[src/hdl/ddr_cmd_pkg.sv]
package ddr_cmd_pkg;

  // {ras_n, cas_n, we_n}
  typedef enum logic [2:0] {
    CMD_LOAD_MODE = 3'b000,
    CMD_REFRESH   = 3'b001,
    CMD_PRECHARGE = 3'b010,
    CMD_ACTIVE    = 3'b011,
    CMD_WRITE     = 3'b100,
    CMD_READ      = 3'b101,
    CMD_NOP       = 3'b111
  } ddr_cmd_t;

  // burst length 2, sequential, cas latency 2
  localparam logic [12:0] MODE_WORD = 13'b0_0000_0010_0001;

  localparam int unsigned CAS_LAT = 2;

  // row to column delay
  localparam int unsigned T_RCD = 2;

  // precharge period, also used as the mode register set time
  localparam int unsigned T_RP = 2;

  // auto refresh period
  localparam int unsigned T_RFC = 8;

  // address bit that turns a precharge into precharge-all
  localparam int unsigned A10_BIT = 10;

endpackage

[src/hdl/ddr_initializer.sv]
`timescale 1ns/1ps

module ddr_initializer #(
  parameter logic [15:0] init_wait_cycles = 16'd200
) (
  input  logic                  clk_n,
  input  logic                  rst_n,
  input  ddr_cmd_pkg::ddr_cmd_t user_cmd,
  input  logic [12:0]           user_addr,
  input  logic [1:0]            user_bank,
  output logic                  cke,
  output ddr_cmd_pkg::ddr_cmd_t command,
  output logic [12:0]           address,
  output logic [1:0]            bank,
  output logic                  init_done
);

  logic [2:0]            step; // 0 is the power-up wait, then one per command sent
  logic [15:0]           cnt;  // cycles left before the next step
  ddr_cmd_pkg::ddr_cmd_t init_cmd;
  logic [12:0]           init_addr;

  always_ff @(posedge clk_n) begin
    if (!rst_n) begin
      step      <= 3'd0;
      cnt       <= init_wait_cycles - 16'd1;
      cke       <= 1'b0;
      init_cmd  <= ddr_cmd_pkg::CMD_NOP;
      init_addr <= '0;
      init_done <= 1'b0;
    end else begin
      init_cmd <= ddr_cmd_pkg::CMD_NOP;
      if (!init_done) begin
        if (cnt != 16'd0) begin
          cnt <= cnt - 16'd1;
        end else if (step == 3'd4) begin
          init_done <= 1'b1; // mode register settled, hand pins over
        end else begin
          cke  <= 1'b1;
          step <= step + 3'd1;
          case (step)
            3'd0: begin
              init_cmd                       <= ddr_cmd_pkg::CMD_PRECHARGE;
              init_addr                      <= '0;
              init_addr[ddr_cmd_pkg::A10_BIT] <= 1'b1; // all banks
              cnt                            <= 16'(ddr_cmd_pkg::T_RP - 1);
            end
            3'd3: begin
              init_cmd  <= ddr_cmd_pkg::CMD_LOAD_MODE;
              init_addr <= ddr_cmd_pkg::MODE_WORD;
              cnt       <= 16'(ddr_cmd_pkg::T_RP - 1);
            end
            default: begin
              init_cmd  <= ddr_cmd_pkg::CMD_REFRESH;
              init_addr <= '0;
              cnt       <= 16'(ddr_cmd_pkg::T_RFC - 1);
            end
          endcase
        end
      end
    end
  end

  // pin mux, init sequence first and then the arbiter
  assign command = init_done ? user_cmd : init_cmd;
  assign address = init_done ? user_addr : init_addr;
  assign bank    = init_done ? user_bank : 2'b00;

endmodule

[config.mk]
export PLATFORM = sky130hd
export DESIGN_NAME = ddr_initializer
export DESIGN_NICKNAME = d
export VERILOG_FILES = /design/src/hdl/ddr_cmd_pkg.sv /design/src/hdl/ddr_initializer.sv
export SDC_FILE = /design/constraint.sdc
export NUM_CORES = 1
export LEC_CHECK = 0
export BUFFER_PORTS_ARGS = -buffer_cell sky130_fd_sc_hd__buf_2
export CORE_AREA = 2 2 68 70
export CTS_CLUSTER_SIZE = 40
export DETAILED_ROUTE_END_ITERATION = 12
export DIE_AREA = 0 0 70 72
export GPL_ROUTABILITY_DRIVEN = 0
export PLACE_DENSITY = 0.61
export SLEW_MARGIN = 20
export SYNTH_ARGS = -nofsm -noshare
export SYNTH_HDL_FRONTEND = slang
export SYNTH_SLANG_ARGS = --single-unit
[constraint.sdc]
create_clock -name clk_n -period 5.1 [get_ports clk_n]
set_input_delay 0.765 -clock clk_n [delete_from_list [all_inputs] [get_ports clk_n]]
set_output_delay 0.765 -clock clk_n [all_outputs]
set_load 0.005 [all_outputs]
Word-level counts from Yosys, hierarchy flattened:

Index checks and enable logic that the tools add are counted.

* register bits: 37
* input bits: 20
* output and inout port bits: 20

* add/subtract/negate cells: 2
* equality and inequality tests: 3
* mux-type cells: 11
* bitwise logic cells: 4
* reductions and logical operators: 6

Operator list (number)
* $mux W16: 2
* $pmux W11 S2: 1
* $reduce_bool A16 Y1: 1
* $sub A16 B1 Y16 const B: 1
* $mux W13: 1
* $mux W3: 2
* $not A1 Y1: 4
* $pmux W2 S2: 1
* $reduce_or A4 Y1: 1
* $add A3 B1 Y3 const B: 1
* $eq A3 B2 Y1 const B: 1
* $eq A3 B3 Y1 const B: 1
* $logic_not A3 Y1: 1
* $mux W1: 3
* $reduce_and A3 Y1: 1
* $mux W2: 1
* $ne A2 B2 Y1 const B: 1
* $reduce_and A2 Y1: 1
* $reduce_or A2 Y1: 1

Logic depth before layout (Yosys ltp):

Gate-level depths: netlist (run 1).

* word-level depth: 5
* depth in mapped cells: 7

Worst setup path after synthesis (run 1):

OpenSTA, ideal clock, no wires.

* kind: reg2reg
* from: register cnt[7]
* to: register cnt[11]
* arrival: 2.196 ns
* slack: 2.778 ns
* stages on the path, launching flop included: 8
* buffers on the path: 2
* clock period less this slack: 2.322 ns
* cells stage by stage: dfxtp_1 or4_4 or4_4 buf_6 or2_2 o21ai_2 buf_4 a21oi_1

* cells in the longest elaborated chain, start to end: 3
* elaborated cells on any way between the ends: 5

RTL lines
* start: declaration: RTL line ddr_initializer.sv:19 `logic [15:0] cnt;`
* start signal: assignment: RTL line ddr_initializer.sv:26 `cnt <= init_wait_cycles - 16'd1;`
* start signal: assignment: RTL line ddr_initializer.sv:35 `cnt <= cnt - 16'd1;`
* start signal: assignment: RTL line ddr_initializer.sv:46 `cnt <= 16'(ddr_cmd_pkg::T_RP - 1);`
* parallel branches: the longest is 3 deep, another holds $sub A16 B1 Y16

Several ways; the timed one is not identified.
A chain may end at the register's enable or synchronous reset.

Worst setup path after layout (run 1):

* from: register cnt[7]
* to: register cnt[10]

Same word-level chain as after synthesis.

==> impl_metrics.json, run 1 <==
{
  "power.density_cell_area_mw_per_mm2": 202,
  "viasPerCell": 4.96,
  "power.share.sequential": 0.609,
  "pwr-share-clk": 0.338,
  "final-max-slew-violation-count": 0,
  "cts.htree.levels": 1,
  "die_width_um": 70,
  "area_share_of_the_largest_cell_type_after_synthesis": 0.367,
  "flow.area_growth_from_synthesis_pct": 18.9,
  "syn_avg_cell_area_um2": 8.66,
  "first_iter_violations": 45,
  "worst_ep_required_time_ns": 5.24,
  "drt.antenna.violating_nets": 0,
  "grt_setup_unrepaired": "no",
  "area.sequential_um2": 520,
  "clkSlewWorstSetupHoldPaths_ns": 0.08,
  "end_kind": "flip-flop",
  "critPathKind": "flip-flop to flip-flop",
  "std_cell_rows": 24,
  "pin_count": 40,
  "run_status": "finished, final reports clean",
  "numCtsBuffers": 3,
  "finalHoldViolations": 0,
  "power_frac_comb": 0.053,
  "placement.io_buffers": 39,
  "post_cts_resize_count": 0,
  "design.core.area_mm2": 0.00426,
  "route.detailed.wl_per_inst_um": 12.5,
  "die_height_um": 72,
  "antennaDiodeCount": 0,
  "vias": 1249,
  "final_net_count": 227,
  "ys.warnings.count": 0,
  "cts.root.buffer_cell": "clkbuf_8",
  "layout-drive-gt1-share": 0.300,
  "worst-endpoint-arrival_ns": 2.75,
  "setup-violations-final": 0,
  "dr.pass1.iters": 4,
  "fillCellCount": 439,
  "finalHoldWorstSlack_ns": 0.474,
  "startpoint_type": "flip-flop",
  "clock_path_buffers": 2,
  "gr-total-overflow": 0,
  "yosysUniqueCellTypes": 39,
  "finalInstanceArea_mm2": 0.00169,
  "tightest_slew_ns": 0.714,
  "power.share.switching": 0.215,
  "cap_violations": 0,
  "post_cts_buffers": 0,
  "intPower_uw": 267,
  "maxClockFrequency_ghz": 0.384,
  "synth.top_cells.by_area": "dfxtp_1, and2_1, ha_1",
  "postSynthNetCount": 189,
  "synthCells": 164,
  "cts-hold-fix-buffers": 0,
  "post_synth_instance_area_mm2": 0.00142,
  "global_route.usage.total": 0.126,
  "holdCritPathClass": "flip-flop to flip-flop",
  "multi_input_area_um2": 840,
  "clock_sinks": 26,
  "period_minus_slack_ns": 2.60,
  "placement.cell_area_mm2": 0.00165,
  "layout_worst_path_cycle_share": 0.510,
  "largest_area_contributor_in_the_netlist": "dfxtp_1",
  "timing.max_slew.rel_slack": 0.524,
  "hpwlAfterDp_um": 2330,
  "initial_antenna_violation_count": 0,
  "fin_skew_ns": 0.00350,
  "synth_seq_cells": 26,
  "synth-seq-area-share": 0.367,
  "tritoncts": "built",
  "totalNegativeSetupSlack_ns": 0,
  "finalWirelength_um": 3140,
  "path_max_fanout": 11,
  "leakagePower_nw": 0.699,
  "clk_latency_ns": 0.27,
  "grt_start_max_net_pins": 25,
  "fp.dieArea_mm2": 0.00504,
  "power.net_switching_uw": 73.4,
  "grt_first_pass_wirelength_um": 5220,
  "drc": 0,
  "floorplan.initialDensity": 0.333,
  "vdd.ir_drop.worst_mv": 0.121,
  "first_global_vias": 1147
}
==> cells in the final DEF (no fill, tap or decap), types with 2 or more instances in the layout <==
master,Yosys,layout
or3_2,2,2
and2_1,13,13
o21ai_0,8,8
ha_1,5,5
o21a_1,2,2
a21oi_1,11,11
buf_2,0,39
dfxtp_1,26,26
or4_1,5,5
nand2_1,15,15
nor2b_1,6,6
or4_2,3,3
inv_1,7,7
o31ai_1,3,3
nand3_1,3,3
clkbuf_8,0,3
nor3_1,5,5
nor2_1,6,6
or4_4,2,2
mux2_2,4,4
mux2i_1,3,3
or3_1,9,9
o41ai_1,2,2
or2_2,4,4
==> worst max-delay path: stages, from the launching register on <==
cell and delay [ns]:
dfxtp_1 0.36, or4_4 0.58, or4_4 0.62, or2_2 0.38, o21ai_2 0.44, nor2_1 0.10
==> synthesized netlist by cell type <==
library cell  instances
a21oi_1              11
a31oi_1               1
and2_1               13
buf_4                 1
buf_6                 1
clkbuf_1              4
dfxtp_1              26
ha_1                  5
inv_1                 7
mux2_2                4
mux2i_1               3
nand2_1              15
nand2b_1              1
nand3_1               3
nand3b_1              1
nand4_1               1
nor2_1                6
nor2b_1               6
nor3_1                5
nor3_4                1
nor4_1                1
o211a_1               1
o211ai_1              1
o21a_1                2
o21ai_0               8
o21ai_2               1
o22a_1                1
o31a_1                1
o31ai_1               3
o31ai_4               1
o41ai_1               2
or2_2                 4
or3_1                 9
or3_2                 2
or4_1                 5
or4_2                 3
or4_4                 2
xnor2_1               1
xor2_1                1
==> cell type report <==
class | count | share of cell area
clock buffers | 3 | 0.0245
inverters | 7 | 0.0156
multi-input cells | 125 | 0.497
flip-flops and latches | 26 | 0.308
well taps | 52 | 0.0385
repair buffers | 39 | 0.116
==> cell families (layout without fill, tap and decap cells) <==
| kind of cell | Yosys count | after routing | synth area share |
|---|---|---|---|
| fa+ha+maj | 5 | 5 | 0.0441 |
| mux | 7 | 7 | 0.0529 |
| simple gates | 78 | 78 | 0.326 |
| buf+inv | 13 | 49 | 0.0423 |
| xor+xnor | 2 | 2 | 0.0123 |
| compound gates | 33 | 33 | 0.156 |
| flops | 26 | 26 | 0.367 |
==> flip-flops by register name (all words and copies together), names as in the netlist <==
signal / cells
step: 3
init_done: 1
init_cmd: 3
cke: 1
cnt: 16
init_addr: 2
==> layer usage <==
layer / track usage / share of wire / routed length, um
met3: 0.0361 / 0.036 / 112
met5: 0 / 0 / 0
met2: 0.214 / 0.49 / 1550
met1: 0.156 / 0.46 / 1460
met4: 0.0406 / 0.0073 / 23
==> path summary, 6_finish.rpt <==
| path | startpoint | endpoint | slack [ns] | cells after the start |
|---|---|---|---|---|
| setup / recovery | cnt[7] | cnt[10] | 2.50 | 5 |
| hold / removal | cke | cke | 0.47 | 1 |
| setup reg to reg | cnt[7] | cnt[10] | 2.50 | 5 |
| hold reg to reg | cke | cke | 0.47 | 1 |
==> power by group through the flow <==
stage               combinational [mW]  sequential [mW]  clock (mW)
finish                          0.0181            0.208       0.115
global route                    0.0202            0.208       0.127
CTS                             0.0183            0.208       0.119
detailed placement              0.0181            0.212           0
global placement                0.0178            0.212           0
floorplan                      0.00943            0.211           0
==> stage by stage <==
stage	util	cells	power, mW	setup WS [ns]
floorplan	-	164	0.221	2.78
global placement	0.386	249	0.230	2.55
detailed placement	0.386	249	0.230	2.50
CTS	0.396	252	0.345	2.48
global route	0.396	252	0.355	2.37
finish	0.396	252	0.341	2.50
(Power assumes the default switching activity.)
==> run 2: changes to the inputs <==
--- a/config.mk
+++ b/config.mk
@@ -11,7 +11,7 @@
 export DETAILED_ROUTE_END_ITERATION = 12
 export DIE_AREA = 0 0 70 72
 export GPL_ROUTABILITY_DRIVEN = 0
-export PLACE_DENSITY = 0.61
+export PLACE_DENSITY = 0.63
 export SLEW_MARGIN = 20
 export SYNTH_ARGS = -nofsm -noshare
 export SYNTH_HDL_FRONTEND = slang
==> constraint.sdc (replaced) <==
create_clock -name clk_n -period 2.25 [get_ports clk_n]
set_input_delay 0.3375 -clock clk_n [delete_from_list [all_inputs] [get_ports clk_n]]
set_output_delay 0.3375 -clock clk_n [all_outputs]
set_load 0.005 [all_outputs]
==> impl_metrics.json, run 2 (synthesis results as in run 1) <==
{
  "run_status": "finished, final reports clean",
  "tritoncts": "built",
  "top_regs": "cnt: 16 flops, init_cmd: 3 flops, step: 3 flops",
  "cap_violations": 0,
  "layout_worst_path_cycle_share": 0.989,
  "finalWirelength_um": 3270,
  "total_power_uw": 908,
  "placement.io_buffers": 39,
  "antennaDiodeCount": 0,
  "layout.cells.most_common_list": "buf_2, dfxtp_1, buf_4, nand2_1, and2_1",
  "end_kind": "flip-flop",
  "most_common_library_cell_in_the_layout_ignoring_fill_and_taps": "buf_2",
  "numCtsBuffers": 3,
  "flow.area_growth_from_synthesis_pct": 31.9,
  "critical-path-max-stage-delay_ns": 0.59,
  "critical-path-slowest-cell": "or4_4",
  "tightest_slew_ns": 0.446,
  "clock_path_buffers": 2,
  "cts.htree.levels": 1,
  "path_max_fanout": 9,
  "finalHoldViolations": 0,
  "critPathKind": "flip-flop to flip-flop",
  "worstHoldPathCells": 2,
  "clk_latency_ns": 0.27,
  "finalCoreUtilization": 0.439,
  "vdd.ir_drop.worst_mv": 0.232,
  "worst-endpoint-arrival_ns": 2.38,
  "floorplan.initialDensity": 0.333,
  "clock_sinks": 26,
  "setup-violations-final": 0,
  "dr.pass1.iters": 4,
  "pin_count": 40,
  "startpoint_type": "flip-flop",
  "power.density_cell_area_mw_per_mm2": 485,
  "met2_wirelength_um": 1610,
  "gr-total-overflow": 0,
  "die_width_um": 70,
  "layout-drive-gt1-share": 0.367,
  "die_height_um": 72,
  "viasPerCell": 4.83,
  "global_route.usage.total": 0.131,
  "vias": 1304,
  "design.core.area_mm2": 0.00426,
  "first_iter_violations": 61,
  "number_of_cells_traversed_by_the_worst_register_to_register_path": 6,
  "first_global_vias": 1183,
  "initial_antenna_violation_count": 0,
  "largest_register": "cnt",
  "hpwlAfterDp_um": 2490,
  "maxClockFrequency_ghz": 0.449,
  "drt-met1-wl_um": 1550,
  "timing.critical_path.mode_cell": "or4_4",
  "grt_first_pass_wirelength_um": 5420,
  "cts-hold-fix-buffers": 0,
  "leakagePower_nw": 0.805,
  "dr_wl_met3_um": 68,
  "crit_chain": "or4_4, or4_4, or2_4, o21ai_2, buf_4, a21oi_1",
  "grt_start_max_net_pins": 23,
  "timing.max_slew.rel_slack": 0.700,
  "drt.antenna.violating_nets": 0,
  "fin_skew_ns": 0.00619,
  "std_cell_rows": 24,
  "holdCritPathClass": "primary input to flip-flop",
  "grt_setup_unrepaired": "yes",
  "maxUsedRoutingLayer": "met4",
  "final-max-slew-violation-count": 0,
  "worst_ep_required_time_ns": 2.41,
  "fp.dieArea_mm2": 0.00504,
  "cts.root.buffer_cell": "clkbuf_8",
  "clkSlewWorstSetupHoldPaths_ns": 0.09,
  "drc": 0,
  "fillCellCount": 441,
  "period_minus_slack_ns": 2.23,
  "flip_flop_count_of_the_largest_register_after_layout": 16,
  "final_net_count": 244,
  "route.detailed.wl_per_inst_um": 12.1
}
-- run 2: cell types whose count changed in the layout (fill, tap and decap cells not counted), sizes merged --
cell	delta
buf	+17
bufinv	+1
-- run 2: layout make-up --
class / count / area [um^2] / area share
inverters: 7 / 26.3 / 0.0140
clock inverters: 1 / 30.0 / 0.0160
repair buffers: 56 / 335 / 0.179
well taps: 52 / 65.1 / 0.0347
multi-input cells: 125 / 855 / 0.456
clock buffers: 3 / 41.3 / 0.0220
flip-flops and latches: 26 / 520 / 0.278
-- run 2: final timing paths --
kind	startpoint	endpoint	slack [ns]
max	cnt[10]	cnt[5]	0.02
min	rst_n	init_cmd[2]	0.36
max reg2reg	cnt[10]	cnt[5]	0.02
min reg2reg	cke	cke	0.48
-- run 2: per-layer routing --
metal  up-vias  GRT usage
met4         0     0.0449
met2        14      0.213
li1        693          -
met1       593      0.175
met5         -          0
met3         4     0.0278
-- run 2: power breakdown --
part | internal [mW] | switching, mW
Clock | 0.238 | 0.150
Sequential | 0.465 | 0.00235
Combinational | 0.0290 | 0.0237
Total | 0.732 | 0.176
-- run 2: timing repair --
action                                  4_1_cts  5_1_grt
cloned                                        0        0
pin swaps                                     2        1
buffers inserted                              0        1
endpoints found under the setup margin        6       14
gates resized for setup                       0        3
-- run 2: worst max-delay path: cells and delay by family, from the launching register on --
kind	cells	cell delay, ns
AO/OA/AOI/OAI	2	0.19
buffers and inverters	1	0.16
AND/OR/NAND/NOR	3	1.43
flip-flops	1	0.33
-- run 2: per-stage QoR --
stage / hold WS [ns] / instances / worst slack, ns / area [um^2] / TNS [ns]
CTS: 0.364 / 269 / 0.0288 / 1840 / 0
finish: 0.361 / 270 / 0.0248 / 1870 / 0
global route: 0.384 / 270 / -0.0530 / 1870 / -0.359
detailed placement: 0.456 / 265 / -0.0104 / 1770 / -0.0104
global placement: 0.443 / 265 / 0.0176 / 1770 / 0
floorplan: 0.459 / 164 / 0.0145 / 1430 / 0
