**config.mk**
```make
export PLATFORM = sky130hd
export DESIGN_NAME = ddr_bank_arbiter_flat
export DESIGN_NICKNAME = d
export VERILOG_FILES = /design/src/hdl/ddr_cmd_pkg.sv /design/src/hdl/ddr_user_pkg.sv /design/src/hdl/ddr_req_if.sv /design/src/hdl/ddr_bank_arbiter.sv /design/src/flat_wrapper.sv
export SDC_FILE = /design/constraint.sdc
export NUM_CORES = 1
export LEC_CHECK = 0
export BUFFER_PORTS_ARGS = -buffer_cell sky130_fd_sc_hd__buf_2
export CAP_MARGIN = 20
export CORE_MARGIN = 4
export CORE_UTILIZATION = 30
export CTS_CLUSTER_SIZE = 40
export DETAILED_ROUTE_END_ITERATION = 16
export PLACE_DENSITY = 0.5
export SLEW_MARGIN = 20
export SYNTH_ARGS = -nofsm -noshare
export SYNTH_HDL_FRONTEND = slang
export SYNTH_SLANG_ARGS = --single-unit
```
**constraint.sdc**
```tcl
create_clock -name clk_n -period 5.6 [get_ports clk_n]
set_clock_uncertainty 0.05 [all_clocks]
set_input_delay 0.56 -clock clk_n [delete_from_list [all_inputs] [get_ports clk_n]]
set_output_delay 0.56 -clock clk_n [all_outputs]
set_load 0.02 [all_outputs]
```
**src/hdl/ddr_cmd_pkg.sv**
```systemverilog
package ddr_cmd_pkg;

  // {ras_n, cas_n, we_n}
  typedef enum logic [2:0] {
    CMD_LOAD_MODE = 3'b000,
    CMD_REFRESH   = 3'b001,
    CMD_PRECHARGE = 3'b010,
    CMD_ACTIVE    = 3'b011,
    CMD_WRITE     = 3'b100,
    CMD_READ      = 3'b101,
    CMD_NOP       = 3'b111
  } ddr_cmd_t;

  // burst length 2, sequential, cas latency 2
  localparam logic [12:0] MODE_WORD = 13'b0_0000_0010_0001;

  localparam int unsigned CAS_LAT = 2;

  // row to column delay
  localparam int unsigned T_RCD = 2;

  // precharge period, also used as the mode register set time
  localparam int unsigned T_RP = 2;

  // auto refresh period
  localparam int unsigned T_RFC = 8;

  // address bit that turns a precharge into precharge-all
  localparam int unsigned A10_BIT = 10;

endpackage

```
**src/hdl/ddr_user_pkg.sv**
```systemverilog
package ddr_user_pkg;

  localparam int unsigned USER_ADDR_W = 26;

  localparam int unsigned BANK_MSB = 25;
  localparam int unsigned BANK_LSB = 24;

  localparam int unsigned ROW_MSB = 23;
  localparam int unsigned ROW_LSB = 11;

  // column field, sent to the sdram shifted left by one
  localparam int unsigned COL_MSB = 10;
  localparam int unsigned COL_LSB = 1;

  // which port owns the command in flight
  typedef enum logic [1:0] {
    OWN_NONE    = 2'd0,
    OWN_RAND    = 2'd1,
    OWN_BULK    = 2'd2,
    OWN_REFRESH = 2'd3
  } owner_t;

endpackage

```
**src/hdl/ddr_req_if.sv**
```systemverilog
`timescale 1ns/1ps

// fields hold steady from req until the one-cycle ack
interface ddr_req_if;

  logic [ddr_user_pkg::USER_ADDR_W-1:0] address;
  logic                                 we;
  logic [3:0]                           we_array;
  logic                                 req;
  logic                                 ack;
  logic [31:0]                          datain;

  modport user (
    output address, we, we_array, req, datain,
    input  ack
  );

  modport arb (
    input  address, we, we_array, req, datain,
    output ack
  );

endinterface

```
**src/hdl/ddr_bank_arbiter.sv**
```systemverilog
`timescale 1ns/1ps

module ddr_bank_arbiter (
  input  logic                  clk_n,
  input  logic                  rst_n,
  input  logic                  init_done,
  input  logic                  refresh_strobe,
  ddr_req_if.arb                rand_port,
  ddr_req_if.arb                bulk_port,
  input  logic                  bulk_req_algn,
  output logic                  bulk_req_algn_ack,
  output ddr_cmd_pkg::ddr_cmd_t user_cmd,
  output logic [12:0]           user_addr,
  output logic [1:0]            user_bank,
  output logic                  write_start,
  output logic                  read_start,
  output ddr_user_pkg::owner_t  owner,
  output logic [3:0]            we_array,
  input  logic                  xfer_done
);

  typedef enum logic [1:0] {S_IDLE, S_WAIT, S_XFER} state_t;
  typedef enum logic [1:0] {P_ACT, P_COL, P_REF, P_END} step_t; // action when wait_cnt hits 0

  state_t      state;
  step_t       next_step;
  logic [3:0]  wait_cnt;
  logic        refresh_pend;
  logic [12:0] open_row [4];
  logic [3:0]  row_valid;
  logic [1:0]  req_bank;
  logic [12:0] req_row;
  logic [9:0]  req_col;
  logic        req_we;

  logic        lock_req, grant_rand, grant_bulk, grant_acc, at_step, act_now, col_now, row_hit;
  logic [ddr_user_pkg::USER_ADDR_W-1:0] sel_addr;
  logic [1:0]  sel_bank, cur_bank;
  logic [12:0] sel_row, cur_row;
  logic [9:0]  sel_col, cur_col;
  logic        sel_we, cur_we;
  logic [3:0]  sel_we_array;

  // bulk keeps the bus while algn stays high once it has it
  assign lock_req   = bulk_req_algn && (bulk_req_algn_ack || bulk_port.req);
  assign grant_bulk = !refresh_pend && bulk_port.req && (lock_req || !rand_port.req);
  assign grant_rand = !refresh_pend && !lock_req && rand_port.req;
  assign grant_acc  = (state == S_IDLE) && (grant_rand || grant_bulk);

  assign sel_addr     = grant_bulk ? bulk_port.address : rand_port.address;
  assign sel_we       = grant_bulk ? bulk_port.we : rand_port.we;
  assign sel_we_array = grant_bulk ? bulk_port.we_array : rand_port.we_array;
  assign sel_bank     = sel_addr[ddr_user_pkg::BANK_MSB:ddr_user_pkg::BANK_LSB];
  assign sel_row      = sel_addr[ddr_user_pkg::ROW_MSB:ddr_user_pkg::ROW_LSB];
  assign sel_col      = sel_addr[ddr_user_pkg::COL_MSB:ddr_user_pkg::COL_LSB];
  assign row_hit      = row_valid[sel_bank] && (open_row[sel_bank] == sel_row);

  assign cur_bank = (state == S_IDLE) ? sel_bank : req_bank;
  assign cur_row  = (state == S_IDLE) ? sel_row : req_row;
  assign cur_col  = (state == S_IDLE) ? sel_col : req_col;
  assign cur_we   = (state == S_IDLE) ? sel_we : req_we;

  assign at_step = (state == S_WAIT) && (wait_cnt == 4'd0);
  assign act_now = (grant_acc && !row_valid[sel_bank]) || (at_step && next_step == P_ACT);
  assign col_now = (grant_acc && row_hit) || (at_step && next_step == P_COL);

  assign rand_port.ack = xfer_done && (owner == ddr_user_pkg::OWN_RAND);
  assign bulk_port.ack = xfer_done && (owner == ddr_user_pkg::OWN_BULK);

  always_ff @(posedge clk_n) begin
    if (grant_acc) begin
      req_bank <= sel_bank;
      req_row  <= sel_row;
      req_col  <= sel_col;
      req_we   <= sel_we;
      we_array <= sel_we_array;
    end
    if (act_now) open_row[cur_bank] <= cur_row;
  end

  always_ff @(posedge clk_n) begin
    if (!rst_n || !init_done) begin
      state             <= S_IDLE;
      next_step         <= P_END;
      wait_cnt          <= 4'd0;
      refresh_pend      <= 1'b0;
      row_valid         <= 4'b0000;
      owner             <= ddr_user_pkg::OWN_NONE;
      bulk_req_algn_ack <= 1'b0;
      user_cmd          <= ddr_cmd_pkg::CMD_NOP;
      user_addr         <= '0;
      user_bank         <= 2'b00;
      write_start       <= 1'b0;
      read_start        <= 1'b0;
    end else begin
      user_cmd    <= ddr_cmd_pkg::CMD_NOP;
      write_start <= 1'b0;
      read_start  <= 1'b0;
      if (act_now) begin
        user_cmd            <= ddr_cmd_pkg::CMD_ACTIVE;
        user_addr           <= cur_row;
        user_bank           <= cur_bank;
        row_valid[cur_bank] <= 1'b1;
        wait_cnt            <= 4'(ddr_cmd_pkg::T_RCD - 1);
        next_step           <= P_COL;
        state               <= S_WAIT;
      end
      if (col_now) begin
        user_cmd    <= cur_we ? ddr_cmd_pkg::CMD_WRITE : ddr_cmd_pkg::CMD_READ;
        user_addr   <= {2'b00, cur_col, 1'b0};
        user_bank   <= cur_bank;
        write_start <= cur_we;
        read_start  <= !cur_we;
        state       <= S_XFER;
      end
      case (state)
        S_IDLE: begin
          if (refresh_pend) begin
            owner                          <= ddr_user_pkg::OWN_REFRESH;
            user_cmd                       <= ddr_cmd_pkg::CMD_PRECHARGE;
            user_addr                      <= '0;
            user_addr[ddr_cmd_pkg::A10_BIT] <= 1'b1;
            row_valid                      <= 4'b0000;
            wait_cnt                       <= 4'(ddr_cmd_pkg::T_RP - 1);
            next_step                      <= P_REF;
            state                          <= S_WAIT;
          end else begin
            bulk_req_algn_ack <= lock_req;
            if (grant_acc) begin
              owner <= grant_bulk ? ddr_user_pkg::OWN_BULK : ddr_user_pkg::OWN_RAND;
              if (row_valid[sel_bank] && !row_hit) begin // row miss
                user_cmd            <= ddr_cmd_pkg::CMD_PRECHARGE;
                user_addr           <= '0;
                user_bank           <= sel_bank;
                row_valid[sel_bank] <= 1'b0;
                wait_cnt            <= 4'(ddr_cmd_pkg::T_RP - 1);
                next_step           <= P_ACT;
                state               <= S_WAIT;
              end
            end
          end
        end
        S_WAIT: begin
          if (wait_cnt != 4'd0) begin
            wait_cnt <= wait_cnt - 4'd1;
          end else if (next_step == P_REF) begin
            user_cmd     <= ddr_cmd_pkg::CMD_REFRESH;
            refresh_pend <= 1'b0;
            wait_cnt     <= 4'(ddr_cmd_pkg::T_RFC - 2); // idle cycle makes up the last one
            next_step    <= P_END;
          end else if (next_step == P_END) begin
            owner <= ddr_user_pkg::OWN_NONE;
            state <= S_IDLE;
          end
        end
        S_XFER: begin
          if (xfer_done) begin
            owner <= ddr_user_pkg::OWN_NONE;
            state <= S_IDLE;
          end
        end
        default: state <= S_IDLE;
      endcase
      if (refresh_strobe) refresh_pend <= 1'b1; // a new strobe wins over the clear
    end
  end

endmodule

```
**src/flat_wrapper.sv**
```systemverilog
// flat-port wrapper written by rule: the top's interface ports become plain ports
module ddr_bank_arbiter_flat 
  (clk_n, rst_n, init_done, refresh_strobe, bulk_req_algn, bulk_req_algn_ack, user_cmd, user_addr, user_bank, write_start, read_start, owner, we_array, xfer_done, rand_port_address, rand_port_we, rand_port_we_array, rand_port_req, rand_port_datain, rand_port_ack, bulk_port_address, bulk_port_we, bulk_port_we_array, bulk_port_req, bulk_port_datain, bulk_port_ack);
  ddr_req_if rand_port_i ();
  ddr_req_if bulk_port_i ();
  input  logic clk_n;
  input  logic rst_n;
  input  logic init_done;
  input  logic refresh_strobe;
  input  logic bulk_req_algn;
  output logic bulk_req_algn_ack;
  output ddr_cmd_pkg::ddr_cmd_t user_cmd;
  output logic [12:0] user_addr;
  output logic [1:0] user_bank;
  output logic write_start;
  output logic read_start;
  output ddr_user_pkg::owner_t owner;
  output logic [3:0] we_array;
  input  logic xfer_done;
  input wire logic [$bits(rand_port_i.address)-1:0] rand_port_address;
  input wire logic [$bits(rand_port_i.we)-1:0] rand_port_we;
  input wire logic [$bits(rand_port_i.we_array)-1:0] rand_port_we_array;
  input wire logic [$bits(rand_port_i.req)-1:0] rand_port_req;
  input wire logic [$bits(rand_port_i.datain)-1:0] rand_port_datain;
  output wire logic [$bits(rand_port_i.ack)-1:0] rand_port_ack;
  input wire logic [$bits(bulk_port_i.address)-1:0] bulk_port_address;
  input wire logic [$bits(bulk_port_i.we)-1:0] bulk_port_we;
  input wire logic [$bits(bulk_port_i.we_array)-1:0] bulk_port_we_array;
  input wire logic [$bits(bulk_port_i.req)-1:0] bulk_port_req;
  input wire logic [$bits(bulk_port_i.datain)-1:0] bulk_port_datain;
  output wire logic [$bits(bulk_port_i.ack)-1:0] bulk_port_ack;
  assign rand_port_i.address = rand_port_address;
  assign rand_port_i.we = rand_port_we;
  assign rand_port_i.we_array = rand_port_we_array;
  assign rand_port_i.req = rand_port_req;
  assign rand_port_i.datain = rand_port_datain;
  assign rand_port_ack = rand_port_i.ack;
  assign bulk_port_i.address = bulk_port_address;
  assign bulk_port_i.we = bulk_port_we;
  assign bulk_port_i.we_array = bulk_port_we_array;
  assign bulk_port_i.req = bulk_port_req;
  assign bulk_port_i.datain = bulk_port_datain;
  assign bulk_port_ack = bulk_port_i.ack;
  ddr_bank_arbiter u_core (.clk_n(clk_n), .rst_n(rst_n), .init_done(init_done), .refresh_strobe(refresh_strobe), .rand_port(rand_port_i), .bulk_port(bulk_port_i), .bulk_req_algn(bulk_req_algn), .bulk_req_algn_ack(bulk_req_algn_ack), .user_cmd(user_cmd), .user_addr(user_addr), .user_bank(user_bank), .write_start(write_start), .read_start(read_start), .owner(owner), .we_array(we_array), .xfer_done(xfer_done));
endmodule
```
# Yosys cells after proc, flatten, opt, wreduce, memory -nomap -nowiden
# Memory sizes are Yosys's and may differ from the RTL's.
# Cells that the tools add are included.
[word_totals]
register_bits = 66
ram_bits = 52
out_inout_bits = 29
wordCells = 162
memories = 1
[classes]
add_sub_neg = 1
order_cmp = 4
eq_ne = 14
muxes = 78
bitwise_logic = 5
reduce_logical = 42
[memory_table]
columns = ["name", "words", "width", "read_ports", "rd_ports_with_merged_regs", "wr", "line", "text"]
rows = [
  ["u_core.open_row", 4, 13, 1, 0, 1, "ddr_bank_arbiter.sv:29", "logic [12:0] open_row [4];"],
]
[op_table]
columns = ["cell", "count"]
rows = [
  ["2-to-1 mux 13 bit", 7],
  ["2-to-1 mux 2 bit", 29],
  ["2-to-1 mux 4 bit", 13],
  ["2-to-1 mux 26 bit", 1],
  ["2-to-1 mux 3 bit", 7],
  ["logical AND 1 bit", 17],
  ["equality test 13 bit", 1],
  ["2-to-1 mux 1 bit", 12],
  ["one-hot mux 2 bit (3 select lines)", 2],
  ["2-to-1 mux 10 bit", 1],
  ["!= test 2 bit (second input constant)", 5],
  ["equality test 2 bit (second input constant)", 4],
  ["logical NOT 1 bit", 8],
  ["one-hot mux 4 bit (2 select lines)", 1],
  ["equality test 2 x 1 -> 1 bit (second input constant)", 3],
  ["logical OR 1 bit", 6],
  ["less-than comparator 2 x 3 -> 1 bit (second input constant)", 2],
  ["one-hot mux 3 bit (2 select lines)", 1],
  ["AND reduction 6 bit", 1],
  ["bitwise AND 4 bit", 1],
  ["demux 1 bit (select 2 bit)", 2],
  ["greater-or-equal comparator 2 x 1 -> 1 bit (second input constant)", 2],
  ["logical NOT 2 bit", 2],
  ["logical NOT 4 bit", 1],
  ["other kinds (13)", 15],
]

# Depth between registers and ports, before layout
[depth]
word_depth = 18
mapped_depth = 13
mapped_depth_nobuf = 11

# Worst setup path after synthesis
# OpenSTA, ideal clock, no wires.
[synth_path]
path_type = "flip-flop to flip-flop"
start = "register u_core.state[0]"
end = "memory u_core.open_row[0][0], enable pin"
setup_ns = 0.401
t_arrival_ns = 3.315
path_slack_ns = 1.834
path_stages_with_launch = 11
period_less_slack_ns = 3.766
path_cell_list = "dfxtp_1 > inv_1 > ha_1 > inv_1 > nor2_1 > nand2b_1 > inv_1 > o21ai_1 > o31a_1 > buf_1 > nor3_1"
[synth_via]
elab_chain_cells = 6
elab_cells_between_ends = 10
classes_between = "1 x eq/ne; 3 x mux; 6 x reduce/logical"
[synth_lines]
columns = ["item", "line", "text"]
rows = [
  ["from (decl)", "ddr_bank_arbiter.sv:25", "state_t state;"],
  ["from (signal assigned)", "ddr_bank_arbiter.sv:83", "state <= S_IDLE;"],
  ["from (signal assigned)", "ddr_bank_arbiter.sv:106", "state <= S_WAIT;"],
  ["from (signal assigned)", "ddr_bank_arbiter.sv:114", "state <= S_XFER;"],
  ["logical NOT 2 bit", "ddr_bank_arbiter.sv:48", "assign grant_acc = (state == S_IDLE) && (grant_rand || grant_bulk);"],
  ["logical AND 1 bit", "ddr_bank_arbiter.sv:48", ""],
  ["net u_core.grant_acc", "ddr_bank_arbiter.sv:36", "logic lock_req, grant_rand, grant_bulk, grant_acc, at_step, act_now, col_now, row_hit;"],
  ["logical AND 1 bit", "ddr_bank_arbiter.sv:64", "assign act_now = (grant_acc && !row_valid[sel_bank]) || (at_step && next_step == P_ACT);"],
  ["logical OR 1 bit", "ddr_bank_arbiter.sv:64", ""],
  ["2-to-1 mux 1 bit", "ddr_bank_arbiter.sv:78", "if (act_now) open_row[cur_bank] <= cur_row;"],
  ["2-to-1 mux 1 bit (not written as such)", "ddr_bank_arbiter.sv:78", ""],
  ["to (decl)", "ddr_bank_arbiter.sv:29", ""],
]
# The timed path passes the listed nets, and every way through them passes these cells.

# Final worst setup path
[layout_path]
start = "register u_core.refresh_pend"
end = "register u_core.user_cmd[0]"
[layout_via]
elab_chain_cells = 14
elab_cells_between_ends = 27
classes_between = "1 x eq/ne; 13 x mux; 12 x reduce/logical; 1 x memory"
[layout_lines]
columns = ["item", "line", "text"]
rows = [
  ["from (decl)", "ddr_bank_arbiter.sv:28", "logic refresh_pend;"],
  ["from (signal assigned)", "ddr_bank_arbiter.sv:86", "refresh_pend <= 1'b0;"],
  ["from (signal assigned)", "ddr_bank_arbiter.sv:148", "refresh_pend <= 1'b0;"],
  ["from (signal assigned)", "ddr_bank_arbiter.sv:164", "if (refresh_strobe) refresh_pend <= 1'b1;"],
  ["logical NOT 1 bit", "ddr_bank_arbiter.sv:46, ddr_bank_arbiter.sv:47", ""],
  ["logical AND 1 bit (2 in series)", "ddr_bank_arbiter.sv:46", "assign grant_bulk = !refresh_pend && bulk_port.req && (lock_req || !rand_port.req);"],
  ["2-to-1 mux 26 bit", "ddr_bank_arbiter.sv:50", "assign sel_addr = grant_bulk ? bulk_port.address : rand_port.address;"],
  ["memory read (4 x 13 bit) / binary-select mux 1 bit (select 2 bit) (equally long branches)", "-", ""],
  ["equality test 13 bit / 2-to-1 mux 1 bit (equally long branches)", "ddr_bank_arbiter.sv:56, ddr_bank_arbiter.sv:131", ""],
  ["logical AND 1 bit", "ddr_bank_arbiter.sv:56", "assign row_hit = row_valid[sel_bank] && (open_row[sel_bank] == sel_row);"],
  ["logical AND 1 bit", "ddr_bank_arbiter.sv:65", "assign col_now = (grant_acc && row_hit) || (at_step && next_step == P_COL);"],
  ["logical OR 1 bit", "ddr_bank_arbiter.sv:65", ""],
  ["2-to-1 mux 3 bit", "ddr_bank_arbiter.sv:108", "if (col_now) begin"],
  ["2-to-1 mux 3 bit", "ddr_bank_arbiter.sv:131", "if (row_valid[sel_bank] && !row_hit) begin"],
  ["2-to-1 mux 3 bit", "ddr_bank_arbiter.sv:129", "if (grant_acc) begin"],
  ["2-to-1 mux 3 bit", "ddr_bank_arbiter.sv:118", "if (refresh_pend) begin"],
  ["one-hot mux 3 bit (2 select lines) (*)", "ddr_bank_arbiter.sv:116", "case (state)"],
  ["to (signal assigned)", "ddr_bank_arbiter.sv:120", "user_cmd <= ddr_cmd_pkg::CMD_PRECHARGE;"],
  ["to (signal assigned)", "ddr_bank_arbiter.sv:132", "user_cmd <= ddr_cmd_pkg::CMD_PRECHARGE;"],
  ["to (signal assigned)", "ddr_bank_arbiter.sv:147", "user_cmd <= ddr_cmd_pkg::CMD_REFRESH;"],
  ["to (decl)", "ddr_bank_arbiter.sv:12", "output ddr_cmd_pkg::ddr_cmd_t user_cmd,"],
]
# Every way passes the cells marked *; elsewhere a longest branch is shown, timed or not. The select of a mux whose other input is x is not followed.
# A chain may end at the register's enable or synchronous reset.

==> flow_summary.toml <==
[finish]
n_antenna_cell = 0
nets = 846
final_cell_mix = "96 x buf_2, 87 x nand2_1, 82 x edfxtp_1"
syn2layout_area_growth_pct = 22.29
final_common_cell = "buf_2"
fin_area_um2 = 7497
stdcell_count = 990
drive_gt1_frac = 0.2528

[floorplanning]
die_h_um = 151.0
dieWidth_um = 151.0
core_area_um2 = 20170
pin_count = 163
dieArea_um2 = 22790
rows = 52
start_util = 0.3040

[yosys]
yosysTopAreaCellShare = 0.4016
synth_nets = 747
synthDistinctLibCells = 68
syn_area_per_cell_um2 = 10.08
synth_edf_count = 82
async_reset_ff_frac = 0
ys_top_cells_by_area = "edfxtp_1 40%, dfxtp_1 12%, nand2_1 5.3%"
yosysWarnings = 0
synth_cells = 608
yosysTopAreaCell = "edfxtp_1"
synth_area_um2 = 6131
synth-seq-cells = 118
yosys_most_used_dff = "edfxtp_1"
yosysSeqAreaShare = 0.5192

[hold_path]
hold_class = "input pin to flop"

[critical_path]
crit_type = "flop to flop"
path_cells = "nand2b_4, nor2_4, a21oi_1, o31a_1, nor4_1, nand4_1, or4b_1, nand2_1, a41oi_1"
critPathMaxFanout = 18
crit_arrival_ps = 4520
cp_top_family = "simple AND/OR/NAND/NOR gates"
start_kind = "flop"
critPathBufInv = 0
critPathRequiredTime_ps = 5820
slowest_delay_ps = 880
cp-end-kind = "flop"
slowest_stage = "or4b_1"

[global_routing]
grtUsageMet3 = 0.03890
antenna_found_initial = 0
track_usage = 0.1580
grt_pass1_wl_um = 27750
grt_max_degree = 50
busiest_layer = "met2"
use_met1 = 0.2050
gr-total-overflow = 0
grt.met2_usage = 0.2608
grt_pass1_vias = 5152

[detailed_routing]
viasPerCell = 5.125
remaining_drc_errors = 0
drtAntennaViolNets = 0
drt_iter0_markers = 266
vias = 5074
wire_per_inst_um = 17.84
wirelength_um = 17660
firstDrtPassIters = 5

[power_and_ir_drop]
power_per_cell_area_nw_per_um2 = 338.2
p_switching_w = 0.0006925
switching_share = 0.2731
pwr-share-clk = 0.418
p_comb_frac = 0.167
peakVddDrop_uv = 205.8
p_int_w = 0.001843
leakage_nw = 2.886
pwr-share-seq = 0.415

[cts]
clock_latency_ps = 420
post_cts_resized = 0
numCtsBuffers = 17
htreeDepth = 4
cts_post_setup_buffers_inserted = 0
ctsHoldBuffers = 0
clockRootBuffer = "clkbuf_16"
clkSinkCount = 118
max-clock-path-buffers = 2
clk_pin_slew_worst_paths_ps = 60
cts_tree = "built"

[place]
post-dp-hpwl_um = 12540
place_congestion = 0.8403
pre_cts_slack_ps = 1075
port_buffers = 96
placed_cell_area_um2 = 6922
dp.cells = 958

[sta]
period_minus_slack_ps = 4294
relSlewSlack = 0.3611
max_freq_mhz = 232.9
fin_crit_sh = 0.7669
fin_ws_ps = 1306
finalSetupViolations = 0
hold_viol = 0
worst_slew_pin_slew_ps = 954.9
finalMaxSlewViolations = 0
tns_ps = 0
rsz0062_at_grt = "false"

[status]
status = "finished, final reports clean"

[flow_run]
drv_cap = 0
## metal layers
metal	up-vias	share of wire
met5	-	0
met4	0	0.014
met3	22	0.056
met2	148	0.47
met1	2444	0.46
li1	2460	-
## worst register-to-register path, delay by kind of cell (launching register included)
family             cells  cell delay, ps
and+or+nand+nor        6            3020
DFF                    1             420
AOI/OAI and AO/OA      3             660
## cell families after synthesis
logic type / count (synthesis) / synth area share
AOI/OAI and AO/OA: 166 / 0.1835
xor gates and xnor gates: 12 / 0.01714
muxes: 28 / 0.04877
buffers and inverters: 54 / 0.03918
and+or+nand+nor: 225 / 0.1820
adders and majority gates: 5 / 0.01020
DFF: 118 / 0.5192
## final cells by class
type / instances / area [um2]
Sequential cell: 118 / 3183
Clock buffer: 20 / 446.7
Fill cell: 2085 / 12670
Tap cell: 270 / 337.8
Clock inverter: 12 / 128.9
Inverter: 22 / 82.58
Timing Repair Buffer: 112 / 600.6
Multi-Input combinational cell: 436 / 2718
## power by group through the flow
stage	clock network, W	logic [W]	registers, W
after floorplan	0	0.000266	0.00108
after CTS	0.00108	0.000427	0.00105
after global placement	0	0.000417	0.00107
after detailed placement	0	0.000424	0.00107
after global routing	0.00112	0.000467	0.00106
final	0.00106	0.000423	0.00105
## through the flow
| stage | utilization | hold WS [ps] | power (W) |
|---|---|---|---|
| floorplan | - | 431.0 | 0.001344 |
| global placement | 0.3432 | 396.1 | 0.001484 |
| finish | 0.3717 | 310.8 | 0.002535 |
| CTS | 0.3717 | 297.3 | 0.002558 |
| detailed placement | 0.3432 | 404.5 | 0.001494 |
| global route | 0.3717 | 345.2 | 0.002640 |
## worst paths after layout
check                                           from              endpoint  slack, ps  cells after the start
worst max-delay path             u_core.refresh_pend    u_core.user_cmd[0]       1310                      9
worst min-delay path                  refresh_strobe   u_core.refresh_pend        310                      3
worst max register to register   u_core.refresh_pend    u_core.user_cmd[0]       1310                      9
worst min register to register  u_core.user_addr[11]  u_core.user_addr[11]        410                      2
## registers in the layout (all words and copies together) (netlist names)
signal,count
u_core.bulk_req_algn_ack,1
u_core.next_step,2
u_core.open_row,52
u_core.owner,2
u_core.read_start,1
u_core.refresh_pend,1
u_core.req_bank,2
u_core.req_col,10
u_core.req_row,13
u_core.req_we,1
u_core.row_valid,4
u_core.state,2
u_core.user_addr,13
u_core.user_bank,2
u_core.user_cmd,3
u_core.wait_cnt,4
u_core.we_array,4
u_core.write_start,1
## synthesized netlist by cell type (5+ instances only)
master,count
edfxtp_1,82
nor2b_1,7
mux2_2,12
a21oi_1,47
a31oi_1,6
mux2i_1,15
o31a_1,5
clkbuf_1,15
nor2_1,39
or2_2,11
o221ai_1,9
o21ai_0,32
o21a_1,12
a211oi_1,9
xnor2_1,12
nand2b_1,18
inv_1,21
and3_1,10
buf_2,12
dfxtp_1,36
nand3_1,17
a311oi_1,8
nand2_1,87
ha_1,5
nor4_1,5
nand4_1,10
No activity file was read; power rests on OpenSTA's default activity.
